[config.mk]
export PLATFORM = sky130hd
export DESIGN_NAME = instDecoder_flat
export DESIGN_NICKNAME = d
export VERILOG_FILES = /design/src/hdl/rvConfig_config.svh /design/src/hdl/rvPkg.sv /design/src/hdl/decodeIf.sv /design/src/hdl/instDecoder.sv /design/src/flat_wrapper.sv
export SDC_FILE = /design/constraint.sdc
export NUM_CORES = 1
export LEC_CHECK = 0
export BUFFER_PORTS_ARGS = -buffer_cell sky130_fd_sc_hd__buf_4
export CELL_PAD_IN_SITES_DETAIL_PLACEMENT = 1
export CELL_PAD_IN_SITES_GLOBAL_PLACEMENT = 1
export CORE_ASPECT_RATIO = 1.5
export CORE_UTILIZATION = 24
export DETAILED_ROUTE_END_ITERATION = 8
export GPL_TIMING_DRIVEN = 1
export PLACE_DENSITY_LB_ADDON = 0.12
export SLEW_MARGIN = 0
export SYNTH_ARGS = -nofsm -noshare
export SYNTH_HDL_FRONTEND = slang
export SYNTH_SLANG_ARGS = --single-unit
[constraint.sdc]
create_clock -name vclk -period 2.11
set_input_delay 0.3165 -clock vclk [all_inputs]
set_output_delay 0.3165 -clock vclk [all_outputs]
set_load 0.02 [all_outputs]
[src/hdl/rvConfig_config.svh]
`ifndef RV_CONFIG_SVH
`define RV_CONFIG_SVH

// integer register and address width
`define RV_XLEN 64

// first fetch address out of reset
`define RV_RESET_PC 64'h0000_0000_8000_0000

// architectural integer registers, x0 included
`define RV_NREGS 32

`endif

[src/hdl/rvPkg.sv]
package rvPkg;

    typedef logic [63:0] xlenT;
    typedef logic [31:0] instT;
    typedef logic [7:0] byteMaskT;

    // major opcodes handled by this core
    typedef enum logic [6:0] {
        opLoad    = 7'b0000011,
        opOpImm   = 7'b0010011,
        opAuipc   = 7'b0010111,
        opOpImmW  = 7'b0011011,
        opStore   = 7'b0100011,
        opOp      = 7'b0110011,
        opLui     = 7'b0110111,
        opOpW     = 7'b0111011,
        opBranch  = 7'b1100011,
        opJalr    = 7'b1100111,
        opJal     = 7'b1101111,
        opSystem  = 7'b1110011
    } opcodeE;

    typedef enum logic [3:0] {
        aluAdd, aluSub, aluSll, aluSlt, aluSltu, aluXor,
        aluSrl, aluSra, aluOr, aluAnd, aluPassB
    } aluOpE;

    // next-pc rule for the current instruction
    typedef enum logic [3:0] {
        brNone, brJal, brJalr, brBeq, brBne,
        brBlt, brBge, brBltu, brBgeu
    } branchE;

    // encoding follows funct3[1:0] of loads and stores
    typedef enum logic [1:0] {
        memByte, memHalf, memWord, memDouble
    } memSizeE;

    typedef enum logic [1:0] {
        wbAlu, wbMem, wbPcPlus4
    } wbSrcE;

endpackage

[src/hdl/decodeIf.sv]
interface decodeIf;
    rvPkg::aluOpE aluOp;
    // pc instead of rs1
    logic aluSrcA;
    // immediate instead of rs2
    logic aluSrcB;
    logic isWord;
    rvPkg::branchE branch;
    rvPkg::xlenT imm;
    logic regWrite;
    logic memRead;
    logic memWrite;
    rvPkg::memSizeE memSize;
    logic memUnsigned;
    rvPkg::wbSrcE wbSrc;
    logic isEbreak;

    modport dec (
        output aluOp, aluSrcA, aluSrcB, isWord, branch, imm, regWrite,
        output memRead, memWrite, memSize, memUnsigned, wbSrc, isEbreak
    );
    modport exe (input aluOp, aluSrcA, aluSrcB, isWord, branch, imm);
    modport mem (input memRead, memWrite, memSize, memUnsigned, wbSrc, regWrite);
    modport fch (input isEbreak);
endinterface

[src/hdl/instDecoder.sv]
module instDecoder (
    input rvPkg::instT inst,
    decodeIf.dec       dc
);
    rvPkg::opcodeE opcode;
    logic [2:0] funct3;
    logic [6:0] funct7;
    rvPkg::xlenT immI;
    rvPkg::xlenT immS;
    rvPkg::xlenT immB;
    rvPkg::xlenT immU;
    rvPkg::xlenT immJ;
    rvPkg::aluOpE funcOp;

    assign opcode = rvPkg::opcodeE'(inst[6:0]);
    assign funct3 = inst[14:12];
    assign funct7 = inst[31:25];

    // immediates, all sign-extended from inst[31]
    assign immI = {{52{inst[31]}}, inst[31:20]};
    assign immS = {{52{inst[31]}}, inst[31:25], inst[11:7]};
    assign immB = {{51{inst[31]}}, inst[31], inst[7], inst[30:25], inst[11:8], 1'b0};
    assign immU = {{32{inst[31]}}, inst[31:12], 12'b0};
    assign immJ = {{43{inst[31]}}, inst[31], inst[19:12], inst[20], inst[30:21], 1'b0};

    // funct3 map shared by register and immediate forms;
    // opcode bit 5 separates OP from OP-IMM, so addi never turns into sub
    always_comb begin
        case (funct3)
            3'b000:  funcOp = (opcode[5] && funct7[5]) ? rvPkg::aluSub : rvPkg::aluAdd;
            3'b001:  funcOp = rvPkg::aluSll;
            3'b010:  funcOp = rvPkg::aluSlt;
            3'b011:  funcOp = rvPkg::aluSltu;
            3'b100:  funcOp = rvPkg::aluXor;
            3'b101:  funcOp = funct7[5] ? rvPkg::aluSra : rvPkg::aluSrl;
            3'b110:  funcOp = rvPkg::aluOr;
            default: funcOp = rvPkg::aluAnd;
        endcase
    end

    always_comb begin
        // defaults describe a harmless no-op
        dc.aluOp       = rvPkg::aluAdd;
        dc.aluSrcA     = 1'b0;
        dc.aluSrcB     = 1'b0;
        dc.isWord      = 1'b0;
        dc.branch      = rvPkg::brNone;
        dc.imm         = immI;
        dc.regWrite    = 1'b0;
        dc.memRead     = 1'b0;
        dc.memWrite    = 1'b0;
        dc.memSize     = rvPkg::memSizeE'(funct3[1:0]);
        dc.memUnsigned = funct3[2];
        dc.wbSrc       = rvPkg::wbAlu;
        dc.isEbreak    = 1'b0;
        case (opcode)
            rvPkg::opLui: begin
                dc.imm      = immU;
                dc.aluOp    = rvPkg::aluPassB;
                dc.aluSrcB  = 1'b1;
                dc.regWrite = 1'b1;
            end
            rvPkg::opAuipc: begin
                dc.imm      = immU;
                dc.aluSrcA  = 1'b1;
                dc.aluSrcB  = 1'b1;
                dc.regWrite = 1'b1;
            end
            rvPkg::opJal: begin
                dc.imm      = immJ;
                dc.branch   = rvPkg::brJal;
                dc.regWrite = 1'b1;
                dc.wbSrc    = rvPkg::wbPcPlus4;
            end
            rvPkg::opJalr: begin
                dc.branch   = rvPkg::brJalr;
                dc.regWrite = 1'b1;
                dc.wbSrc    = rvPkg::wbPcPlus4;
            end
            rvPkg::opBranch: begin
                dc.imm = immB;
                case (funct3)
                    3'b000:  dc.branch = rvPkg::brBeq;
                    3'b001:  dc.branch = rvPkg::brBne;
                    3'b100:  dc.branch = rvPkg::brBlt;
                    3'b101:  dc.branch = rvPkg::brBge;
                    3'b110:  dc.branch = rvPkg::brBltu;
                    3'b111:  dc.branch = rvPkg::brBgeu;
                    default: dc.branch = rvPkg::brNone;
                endcase
            end
            rvPkg::opLoad: begin
                dc.aluSrcB  = 1'b1;
                dc.regWrite = 1'b1;
                dc.memRead  = 1'b1;
                dc.wbSrc    = rvPkg::wbMem;
            end
            rvPkg::opStore: begin
                dc.imm      = immS;
                dc.aluSrcB  = 1'b1;
                dc.memWrite = 1'b1;
            end
            rvPkg::opOpImm, rvPkg::opOpImmW: begin
                dc.aluOp    = funcOp;
                dc.aluSrcB  = 1'b1;
                dc.isWord   = (opcode == rvPkg::opOpImmW);
                dc.regWrite = 1'b1;
            end
            rvPkg::opOp, rvPkg::opOpW: begin
                dc.aluOp    = funcOp;
                dc.isWord   = (opcode == rvPkg::opOpW);
                dc.regWrite = 1'b1;
            end
            rvPkg::opSystem: begin
                dc.isEbreak = (inst == 32'h0010_0073);
            end
            default: begin
            end
        endcase
    end

endmodule

[src/flat_wrapper.sv]
// flat-port wrapper written by rule: the top's interface ports become plain ports
module instDecoder_flat 
  (inst, dc_aluOp, dc_aluSrcA, dc_aluSrcB, dc_isWord, dc_branch, dc_imm, dc_regWrite, dc_memRead, dc_memWrite, dc_memSize, dc_memUnsigned, dc_wbSrc, dc_isEbreak);
  decodeIf dc_i ();
  input rvPkg::instT inst;
  output wire logic [$bits(dc_i.aluOp)-1:0] dc_aluOp;
  output wire logic [$bits(dc_i.aluSrcA)-1:0] dc_aluSrcA;
  output wire logic [$bits(dc_i.aluSrcB)-1:0] dc_aluSrcB;
  output wire logic [$bits(dc_i.isWord)-1:0] dc_isWord;
  output wire logic [$bits(dc_i.branch)-1:0] dc_branch;
  output wire logic [$bits(dc_i.imm)-1:0] dc_imm;
  output wire logic [$bits(dc_i.regWrite)-1:0] dc_regWrite;
  output wire logic [$bits(dc_i.memRead)-1:0] dc_memRead;
  output wire logic [$bits(dc_i.memWrite)-1:0] dc_memWrite;
  output wire logic [$bits(dc_i.memSize)-1:0] dc_memSize;
  output wire logic [$bits(dc_i.memUnsigned)-1:0] dc_memUnsigned;
  output wire logic [$bits(dc_i.wbSrc)-1:0] dc_wbSrc;
  output wire logic [$bits(dc_i.isEbreak)-1:0] dc_isEbreak;
  assign dc_aluOp = dc_i.aluOp;
  assign dc_aluSrcA = dc_i.aluSrcA;
  assign dc_aluSrcB = dc_i.aluSrcB;
  assign dc_isWord = dc_i.isWord;
  assign dc_branch = dc_i.branch;
  assign dc_imm = dc_i.imm;
  assign dc_regWrite = dc_i.regWrite;
  assign dc_memRead = dc_i.memRead;
  assign dc_memWrite = dc_i.memWrite;
  assign dc_memSize = dc_i.memSize;
  assign dc_memUnsigned = dc_i.memUnsigned;
  assign dc_wbSrc = dc_i.wbSrc;
  assign dc_isEbreak = dc_i.isEbreak;
  instDecoder u_core (.inst(inst), .dc(dc_i));
endmodule
==> results.md, run 1 <==
- DR vias: 1,334
- CP Class: input pin to primary output
- Netlist Area Pre-Place: 1070 µm²
- # setup viols final: 0
- GPL Wtd Cong: 0.746
- Max-Cap Viols: 0
- Top cell by count, worst path: buf_4
- Std-Cell Core Area: 4250 µm²
- Overall Global Routing Usage: 0.160
- TritonRoute pass-1 iters: 3
- Layout Nets: 255
- Slowest stage delay, CP: 0.28 ns
- Worst endpoint required time: 1.79 ns
- Register area share after synthesis: 0
- Commonest cells post-synth: 38 x buf_4, 19 x a21o_1, 12 x nor2_1
- FF+latch area: 0 µm²
- DR vias/cell: 5.00
- CP max stage cell: buf_4
- Number of I/O pins: 116
- Yosys warning count: 0
- Wire per inst: 15.4 µm
- Port Buffer Count: 116
- Clock buffer count: 0
- Net Count, Synth: 181
- Critical path peak fanout: 20
- CTS resizes: 0
- Synth Area per Inst: 7.19 µm²
- Final Util: 0.397
- Synth-to-Final Area Change: 57.2%
- Fin. Hold Viols: 0
- Initial antenna violation count: 0
- Final Max Tran Viols: 0
- HP Class: input pin to primary output
- Type of origin of the critical path: input pin
- Post-CTS Setup Inserts: 0
- Final WS setup: 0.207 ns
- Synth top area cells: buf_4 27%, a21o_1 13%, nor2b_1 4.7%
- Cells after Synth: 149
- DRT Wirelength: 4.12 mm
- Ant diodes: 0
- Most frequent cell after synthesis: buf_4
- Cell Pwr Density: 233 nW/µm²
- Cell taking the most area after synthesis: buf_4
- Chip width: 56.5 µm
- Layout fillers: 539
- Grt ovf: 0
- Worst-Margin Slew: 0.718 ns
- Area share of the largest cell type after synthesis: 0.266
- Outcome: completed
- Die area: 4740 µm²
- Leak pwr: 0.948 nW
- FF+latch count: 0
- DRC viols: 0
- Worst setup EP type: primary output
- Dpl ws: 0.215 ns
- Peak Freq: 526 MHz
- Die Y: 83.8 µm
- Footprint of the multi-input gates: 718 µm²
- First-pass GRT wire length: 6.31 mm
- Sum Neg Setup Slack: 0 ns
- Rel. slew slack: 0.519
- Layout cell share with drive strength beyond 1: 0.593
- CP cell instances: buf_4 -> nand4b_4 -> nor3_4 -> buf_4 -> nor2_2 -> a22o_1 -> buf_4
- Crit path DAT: 1.59 ns
- Synth unique cells: 41
- Vias in the first global route: 1,315
- Initial Util: 0.252
- Final ANT Viol Nets: 0
- Peak VDD IR: 0.107 mV
- RSZ-0062 raised after global routing: no
- Pin count of the biggest net entering global routing: 29
- Hpwl dp: 3.46 mm
- Hold-fix buffers, CTS: 0
- Initial DRC count: 10
- # rows: 29
- Post-route minimum period: 1.90 ns
- Period utilisation layout: 0.902
-- area by class of cell --
cell class	count	area share
tap	46	0.0342
multi-input combinational	98	0.426
timing repair buffer	119	0.530
inverter	4	0.00892
-- report_power, final --
group          switching, mW  internal (mW)  leakage [nW]
Combinational          0.218          0.174         0.948
Clock                      0              0             0
Sequential                 0              0             0
Total                  0.218          0.174         0.948
-- layer usage --
layer,GRT usage,up-vias,share of wire
met5,0,-,0
met4,0.0288,0,0.016
met3,0.0186,4,0.086
met2,0.333,77,0.55
met1,0.162,609,0.35
li1,-,644,-
-- metrics by stage --
stage          power (mW)  hold WS, ns  instances  instance area [µm²]
6_report            0.392        0.922        267                 1680
5_1_grt             0.415        0.936        267                 1680
4_1_cts             0.395        0.930        267                 1680
3_5_place_dp        0.394        0.929        267                 1680
3_3_place_gp        0.390        0.922        267                 1680
2_1_floorplan       0.248        0.746        149                 1070
-- worst paths after layout --
| check | cells after the start | start | endpoint | slack [ns] |
|---|---|---|---|---|
| max | 7 | inst[6] | dc_imm[4] | 0.21 |
| min | 2 | inst[31] | dc_imm[31] | 0.92 |
-- layout by cell type, fill, tap and decap left out, types with 2 or more instances in the layout --
master   count
inv_1        4
o21ai_0      2
mux2_2       2
nor4_1       6
nor2b_1      8
a21o_1      19
nand2_1      7
a22o_1       5
nor3_1       3
o32ai_1      2
buf_4      119
nand4_1      2
nor2_1      12
a21oi_1      4
nor4b_1      3
-- cells by family after synthesis --
logic type	Yosys count	share of synthesized area
AND/OR/NAND/NOR	54	0.339
buffers and inverters	51	0.331
AO/OA/AOI/OAI	42	0.310
multiplexers	2	0.0210
-- critical path, delay by kind of cell --
kind | cells | cell delay (ns)
buf+inv | 3 | 0.58
compound gates | 1 | 0.18
simple gates | 3 | 0.49
No activity file was read; power rests on OpenSTA's default activity.
==> run 2: changes to the inputs <==
--- a/config.mk
+++ b/config.mk
@@ -8,11 +8,12 @@
 export BUFFER_PORTS_ARGS = -buffer_cell sky130_fd_sc_hd__buf_4
 export CELL_PAD_IN_SITES_DETAIL_PLACEMENT = 1
 export CELL_PAD_IN_SITES_GLOBAL_PLACEMENT = 1
-export CORE_ASPECT_RATIO = 1.5
+export CORE_ASPECT_RATIO = 0.6
 export CORE_UTILIZATION = 24
 export DETAILED_ROUTE_END_ITERATION = 8
 export GPL_TIMING_DRIVEN = 1
 export PLACE_DENSITY_LB_ADDON = 0.12
+export RECOVER_POWER = 25
 export SLEW_MARGIN = 0
 export SYNTH_ARGS = -nofsm -noshare
 export SYNTH_HDL_FRONTEND = slang
==> results.md, run 2 (synthesized netlist as in run 1, its figures left out) <==
- Number of I/O pins: 116 (unchanged)
- Die Y: 53.7 µm (-36%)
- Post-CTS Setup Inserts: 0 (unchanged)
- Peak VDD IR: 0.112 mV (+4.1%)
- Period utilisation layout: 0.913 (+0.0113)
- # setup viols final: 0 (unchanged)
- Pin count of the biggest net entering global routing: 35 (+21%)
- Rel. slew slack: 0.540 (+0.0205)
- Vias in the first global route: 1,158 (-12%)
- Clock buffer count: 0 (unchanged)
- Die area: 4740 µm² (about the same)
- Critical path peak fanout: 17 (-15%)
- DRT Wirelength: 4.10 mm (-0.32%)
- DRC viols: 0 (unchanged)
- Final ANT Viol Nets: 0 (unchanged)
- Wire per inst: 14.5 µm (-5.6%)
- Crit path DAT: 1.61 ns (+0.02 ns)
- Seq pwr share: 0 (unchanged)
- Sw Share: 0.580 (+0.0238)
- Std-Cell Core Area: 4190 µm² (-1.3%)
- Final Max Tran Viols: 0 (unchanged)
- Max-Cap Viols: 0 (unchanged)
- Type of origin of the critical path: input pin
- Pint: 0.158 mW (-9.5%)
- Port Buffer Count: 116 (unchanged)
- First-pass GRT wire length: 5.93 mm (-6.0%)
- Layout cell share with drive strength beyond 1: 0.505 (-0.0883)
- Chip width: 88.2 µm (+56%)
- Initial Util: 0.256 (+0.00339)
- DR vias: 1,294 (-3.0%)
- FF+latch count: 0 (unchanged)
- Final Util: 0.389 (-0.00721)
- Post-route minimum period: 1.93 ns (+0.0238 ns)
- Leak pwr: 0.881 nW (-7.1%)
- RSZ-0062 raised after global routing: no
- Logic pwr share: 1.000 (about the same)
- Grt ovf: 0 (unchanged)
- Layout Nets: 256 (+0.39%)
- Hold-fix buffers, CTS: 0 (unchanged)
- Overall Global Routing Usage: 0.158 (-0.00185)
- Fin. Hold Viols: 0 (unchanged)
- Worst endpoint required time: 1.79 ns (about the same)
- Worst-Margin Slew: 0.688 ns (-0.0307 ns)
- # rows: 18 (-38%)
- Sum Neg Setup Slack: 0 ns (unchanged)
- Initial DRC count: 20 (+10)
- Most common cell after layout, fill and taps aside: buf_4
- Switching power: 0.217 mW (-0.23%)
- CTS resizes: 0 (unchanged)
- GPL Wtd Cong: 0.714 (-4.3%)
- Ant diodes: 0 (unchanged)
- Initial antenna violation count: 0 (unchanged)
- HP Class: input pin to primary output
- CP Class: input pin to primary output
- Peak Freq: 519 MHz (-1.2%)
- Layout fillers: 560 (+3.9%)
- Worst setup EP type: primary output
- Synth-to-Final Area Change: 52.3%
- Outcome: completed
- Hpwl dp: 3.37 mm (-2.5%)
- TritonRoute pass-1 iters: 4 (+1)
- DR vias/cell: 4.59 (-8.2%)
- Most frequent cells in the layout: 99 x buf_4, 20 x clkbuf_1, 19 x a21o_1
- Cell Pwr Density: 230 nW/µm² (-1.2%)
- FF+latch area: 0 µm² (unchanged)
- Clock share of power: 0 (unchanged)
[run 2: changes by cell type in the layout (fill, tap and decap cells not counted)]
cell / change
buf_4: -20
clkbuf_1: +20
clkbuf_2: +1
[run 2: through the flow]
stage	hold WS [ns]	setup WS (ns)	instances	total power, mW	cell area (µm²)
floorplan	0.746	0.155	149	0.248	1070
global placement	0.930	0.211	282	0.389	1710
detailed placement	0.932	0.179	282	0.394	1710
CTS	0.932	0.169	282	0.395	1710
global route	0.953	0.106	282	0.401	1630
finish	0.944	0.184	282	0.375	1630
[run 2: per-layer routing]
metal  up-vias  routed length (µm)  GRT usage
li1        650                   -          -
met1       589                1920      0.237
met2        55                1830      0.253
met3         0                 349     0.0230
met4         0                   0          0
met5         -                   0          0
[run 2: path summary, 6_finish.rpt]
path	start	to	slack [ns]	cells past startpoint
max	inst[6]	dc_imm[3]	0.18	7
min	inst[16]	dc_imm[16]	0.94	3
[run 2: critical path: stages]
cell and delay (ns):
buf_4 0.15, nand4b_4 0.20, nor3_4 0.22, buf_4 0.28, nor2_2 0.09, a22o_1 0.19, buf_4 0.16
[run 2: final cells by class]
| cell class | instances | area (µm²) | share of cell area |
|---|---|---|---|
| timing repair buffer | 120 | 823 | 0.505 |
| multi-input combinational | 98 | 718 | 0.440 |
| tap | 60 | 75.1 | 0.0460 |
| inverter | 4 | 15.0 | 0.00920 |
[run 2: power groups by stage]
| stage | registers (mW) | logic, mW | clock network [mW] |
|---|---|---|---|
| after CTS | 0 | 0.395 | 0 |
| after floorplan | 0 | 0.248 | 0 |
| after global routing | 0 | 0.401 | 0 |
| final | 0 | 0.375 | 0 |
| after detailed placement | 0 | 0.394 | 0 |
| after global placement | 0 | 0.389 | 0 |
==> run 3: changes to the inputs <==
--- a/config.mk
+++ b/config.mk
@@ -8,12 +8,12 @@
 export BUFFER_PORTS_ARGS = -buffer_cell sky130_fd_sc_hd__buf_4
 export CELL_PAD_IN_SITES_DETAIL_PLACEMENT = 1
 export CELL_PAD_IN_SITES_GLOBAL_PLACEMENT = 1
-export CORE_ASPECT_RATIO = 0.6
 export CORE_UTILIZATION = 24
 export DETAILED_ROUTE_END_ITERATION = 8
 export GPL_TIMING_DRIVEN = 1
 export PLACE_DENSITY_LB_ADDON = 0.12
 export RECOVER_POWER = 25
+export SETUP_SLACK_MARGIN = 0.2
 export SLEW_MARGIN = 0
 export SYNTH_ARGS = -nofsm -noshare
 export SYNTH_HDL_FRONTEND = slang
==> results.md, run 3 (synthesized netlist as in run 1, its figures left out) <==
- Leak pwr: 0.913 nW (+3.6%)
- Post-route minimum period: 1.86 ns (-0.0662 ns)
- GPL Wtd Cong: 0.724 (+1.4%)
- GR peak layer: met2
- Port Buffer Count: 116 (unchanged)
- Cell Pwr Density: 224 nW/µm² (-2.4%)
- GR Layer Usage met3: 0.0132 (-0.00985)
- Most common cell after layout, fill and taps aside: buf_4
- DRT Wirelength: 4.16 mm (+1.4%)
- Met1 usage: 0.186 (-0.0507)
- FF+latch count: 0 (unchanged)
- Chip width: 68.8 µm (-22%)
- DR vias: 1,364 (+5.4%)
- Wire per inst: 15.0 µm (+3.2%)
- Crit path DAT: 1.54 ns (-0.07 ns)
- Type of origin of the critical path: input pin
- Sum Neg Setup Slack: 0 ns (unchanged)
- Fin cells: 277 (-1.8%)
- Std-Cell Core Area: 4140 µm² (-1.1%)
- Placed Cells: 272 (-3.5%)
- Synth-to-Final Area Change: 58.4%
- Critical path peak fanout: 10 (-7)
- Ant diodes: 0 (unchanged)
- DRC viols: 0 (unchanged)
- Footprint of the multi-input gates: 752 µm² (+4.7%)
- Outcome: completed
- HP Class: input pin to primary output
- RSZ-0062 raised after global routing: yes
- Die area: 4730 µm² (-0.19%)
- Period utilisation layout: 0.882 (-0.0314)
- Layout cell share with drive strength beyond 1: 0.529 (+0.0241)
- Initial Util: 0.258 (+0.00278)
- Worst setup EP type: primary output
- # setup viols final: 0 (unchanged)
- Worst-Margin Slew: 0.341 ns (-0.346 ns)
- Most frequent cells in the layout: 101 x buf_4, 20 x clkbuf_1, 19 x a21o_1
- First-pass GRT wire length: 5.58 mm (-6.0%)
- Hpwl dp: 3.28 mm (-2.9%)
- DR vias/cell: 4.92 (+7.3%)
- TritonRoute pass-1 iters: 4 (unchanged)
- Initial DRC count: 43 (+110%)
- Die Y: 68.8 µm (+28%)
- Vias in the first global route: 1,203 (+3.9%)
- Hold-fix buffers, CTS: 0 (unchanged)
- Layout fillers: 540 (-3.6%)
- Rel. slew slack: 0.772 (+0.232)
- Peak Freq: 538 MHz (+3.6%)
- Layout Nets: 261 (+2.0%)
- CP Class: input pin to primary output
- Max-Cap Viols: 0 (unchanged)
- Grt met2 use: 0.290 (+0.0379)
- Overall Global Routing Usage: 0.149 (-0.00893)
- Number of I/O pins: 116 (unchanged)
- # rows: 23 (+5)
- Final Max Tran Viols: 0 (unchanged)
- Worst endpoint required time: 1.79 ns (about the same)
- Initial antenna violation count: 0 (unchanged)
- Final ANT Viol Nets: 0 (unchanged)
- Peak VDD IR: 0.0769 mV (-31%)
- Pin count of the biggest net entering global routing: 37 (+5.7%)
- FF+latch area: 0 µm² (unchanged)
- Clock buffer count: 0 (unchanged)
- Fin. Hold Viols: 0 (unchanged)
- Grt ovf: 0 (unchanged)
==> run 3: cell types whose count changed in the layout (fill, tap and decap cells not counted), sizes merged <==
cell    change
buf         +5
clkbuf      -1
o21bai      +1
==> run 3: worst max-delay path, stage by stage <==
cell      delay, ns
buf_4          0.16
and3b_2        0.29
nand3_2        0.20
o21bai_4       0.27
a21o_1         0.16
buf_4          0.14
==> run 3: repair_timing <==
| item | 4_1_cts | 5_1_grt |
|---|---|---|
| gates cloned | 0 | 1 |
| endpoints found under the setup margin | 11 | 27 |
| resized for setup | 4 | 3 |
| pin swaps | 1 | 2 |
| setup buffers | 4 | 0 |
==> run 3: cell type report <==
class,instances,share of cell area
Multi-Input combinational cell,99,0.443
Inverter,4,0.00885
Tap cell,50,0.0369
Timing Repair Buffer,124,0.511
==> run 3: layer usage <==
layer	up-vias	wire length, µm
met5	-	0
met2	63	2080
met1	638	1780
li1	663	-
met3	0	297
met4	0	0
==> run 3: power by group <==
| group | leakage (nW) | internal [mW] | switching [mW] |
|---|---|---|---|
| registers | 0 | 0 | 0 |
| logic | 0.913 | 0.161 | 0.220 |
| clock network | 0 | 0 | 0 |
| total | 0.913 | 0.161 | 0.220 |
==> run 3: through the flow <==
stage	cell area (µm²)	hold slack [ns]	setup WS (ns)	power, mW	util
6_report	1700	0.945	0.250	0.380	0.409
5_1_grt	1700	0.959	0.183	0.406	0.409
4_1_cts	1750	0.943	0.200	0.398	0.421
3_5_place_dp	1700	0.942	0.132	0.394	0.411
3_3_place_gp	1700	0.929	0.212	0.387	0.411
2_1_floorplan	1080	0.746	0.258	0.250	-
==> run 3: worst paths after layout <==
| path | from | end | slack, ns | cells past startpoint |
|---|---|---|---|---|
| max | inst[4] | dc_imm[12] | 0.25 | 6 |
| min | inst[16] | dc_imm[16] | 0.94 | 3 |
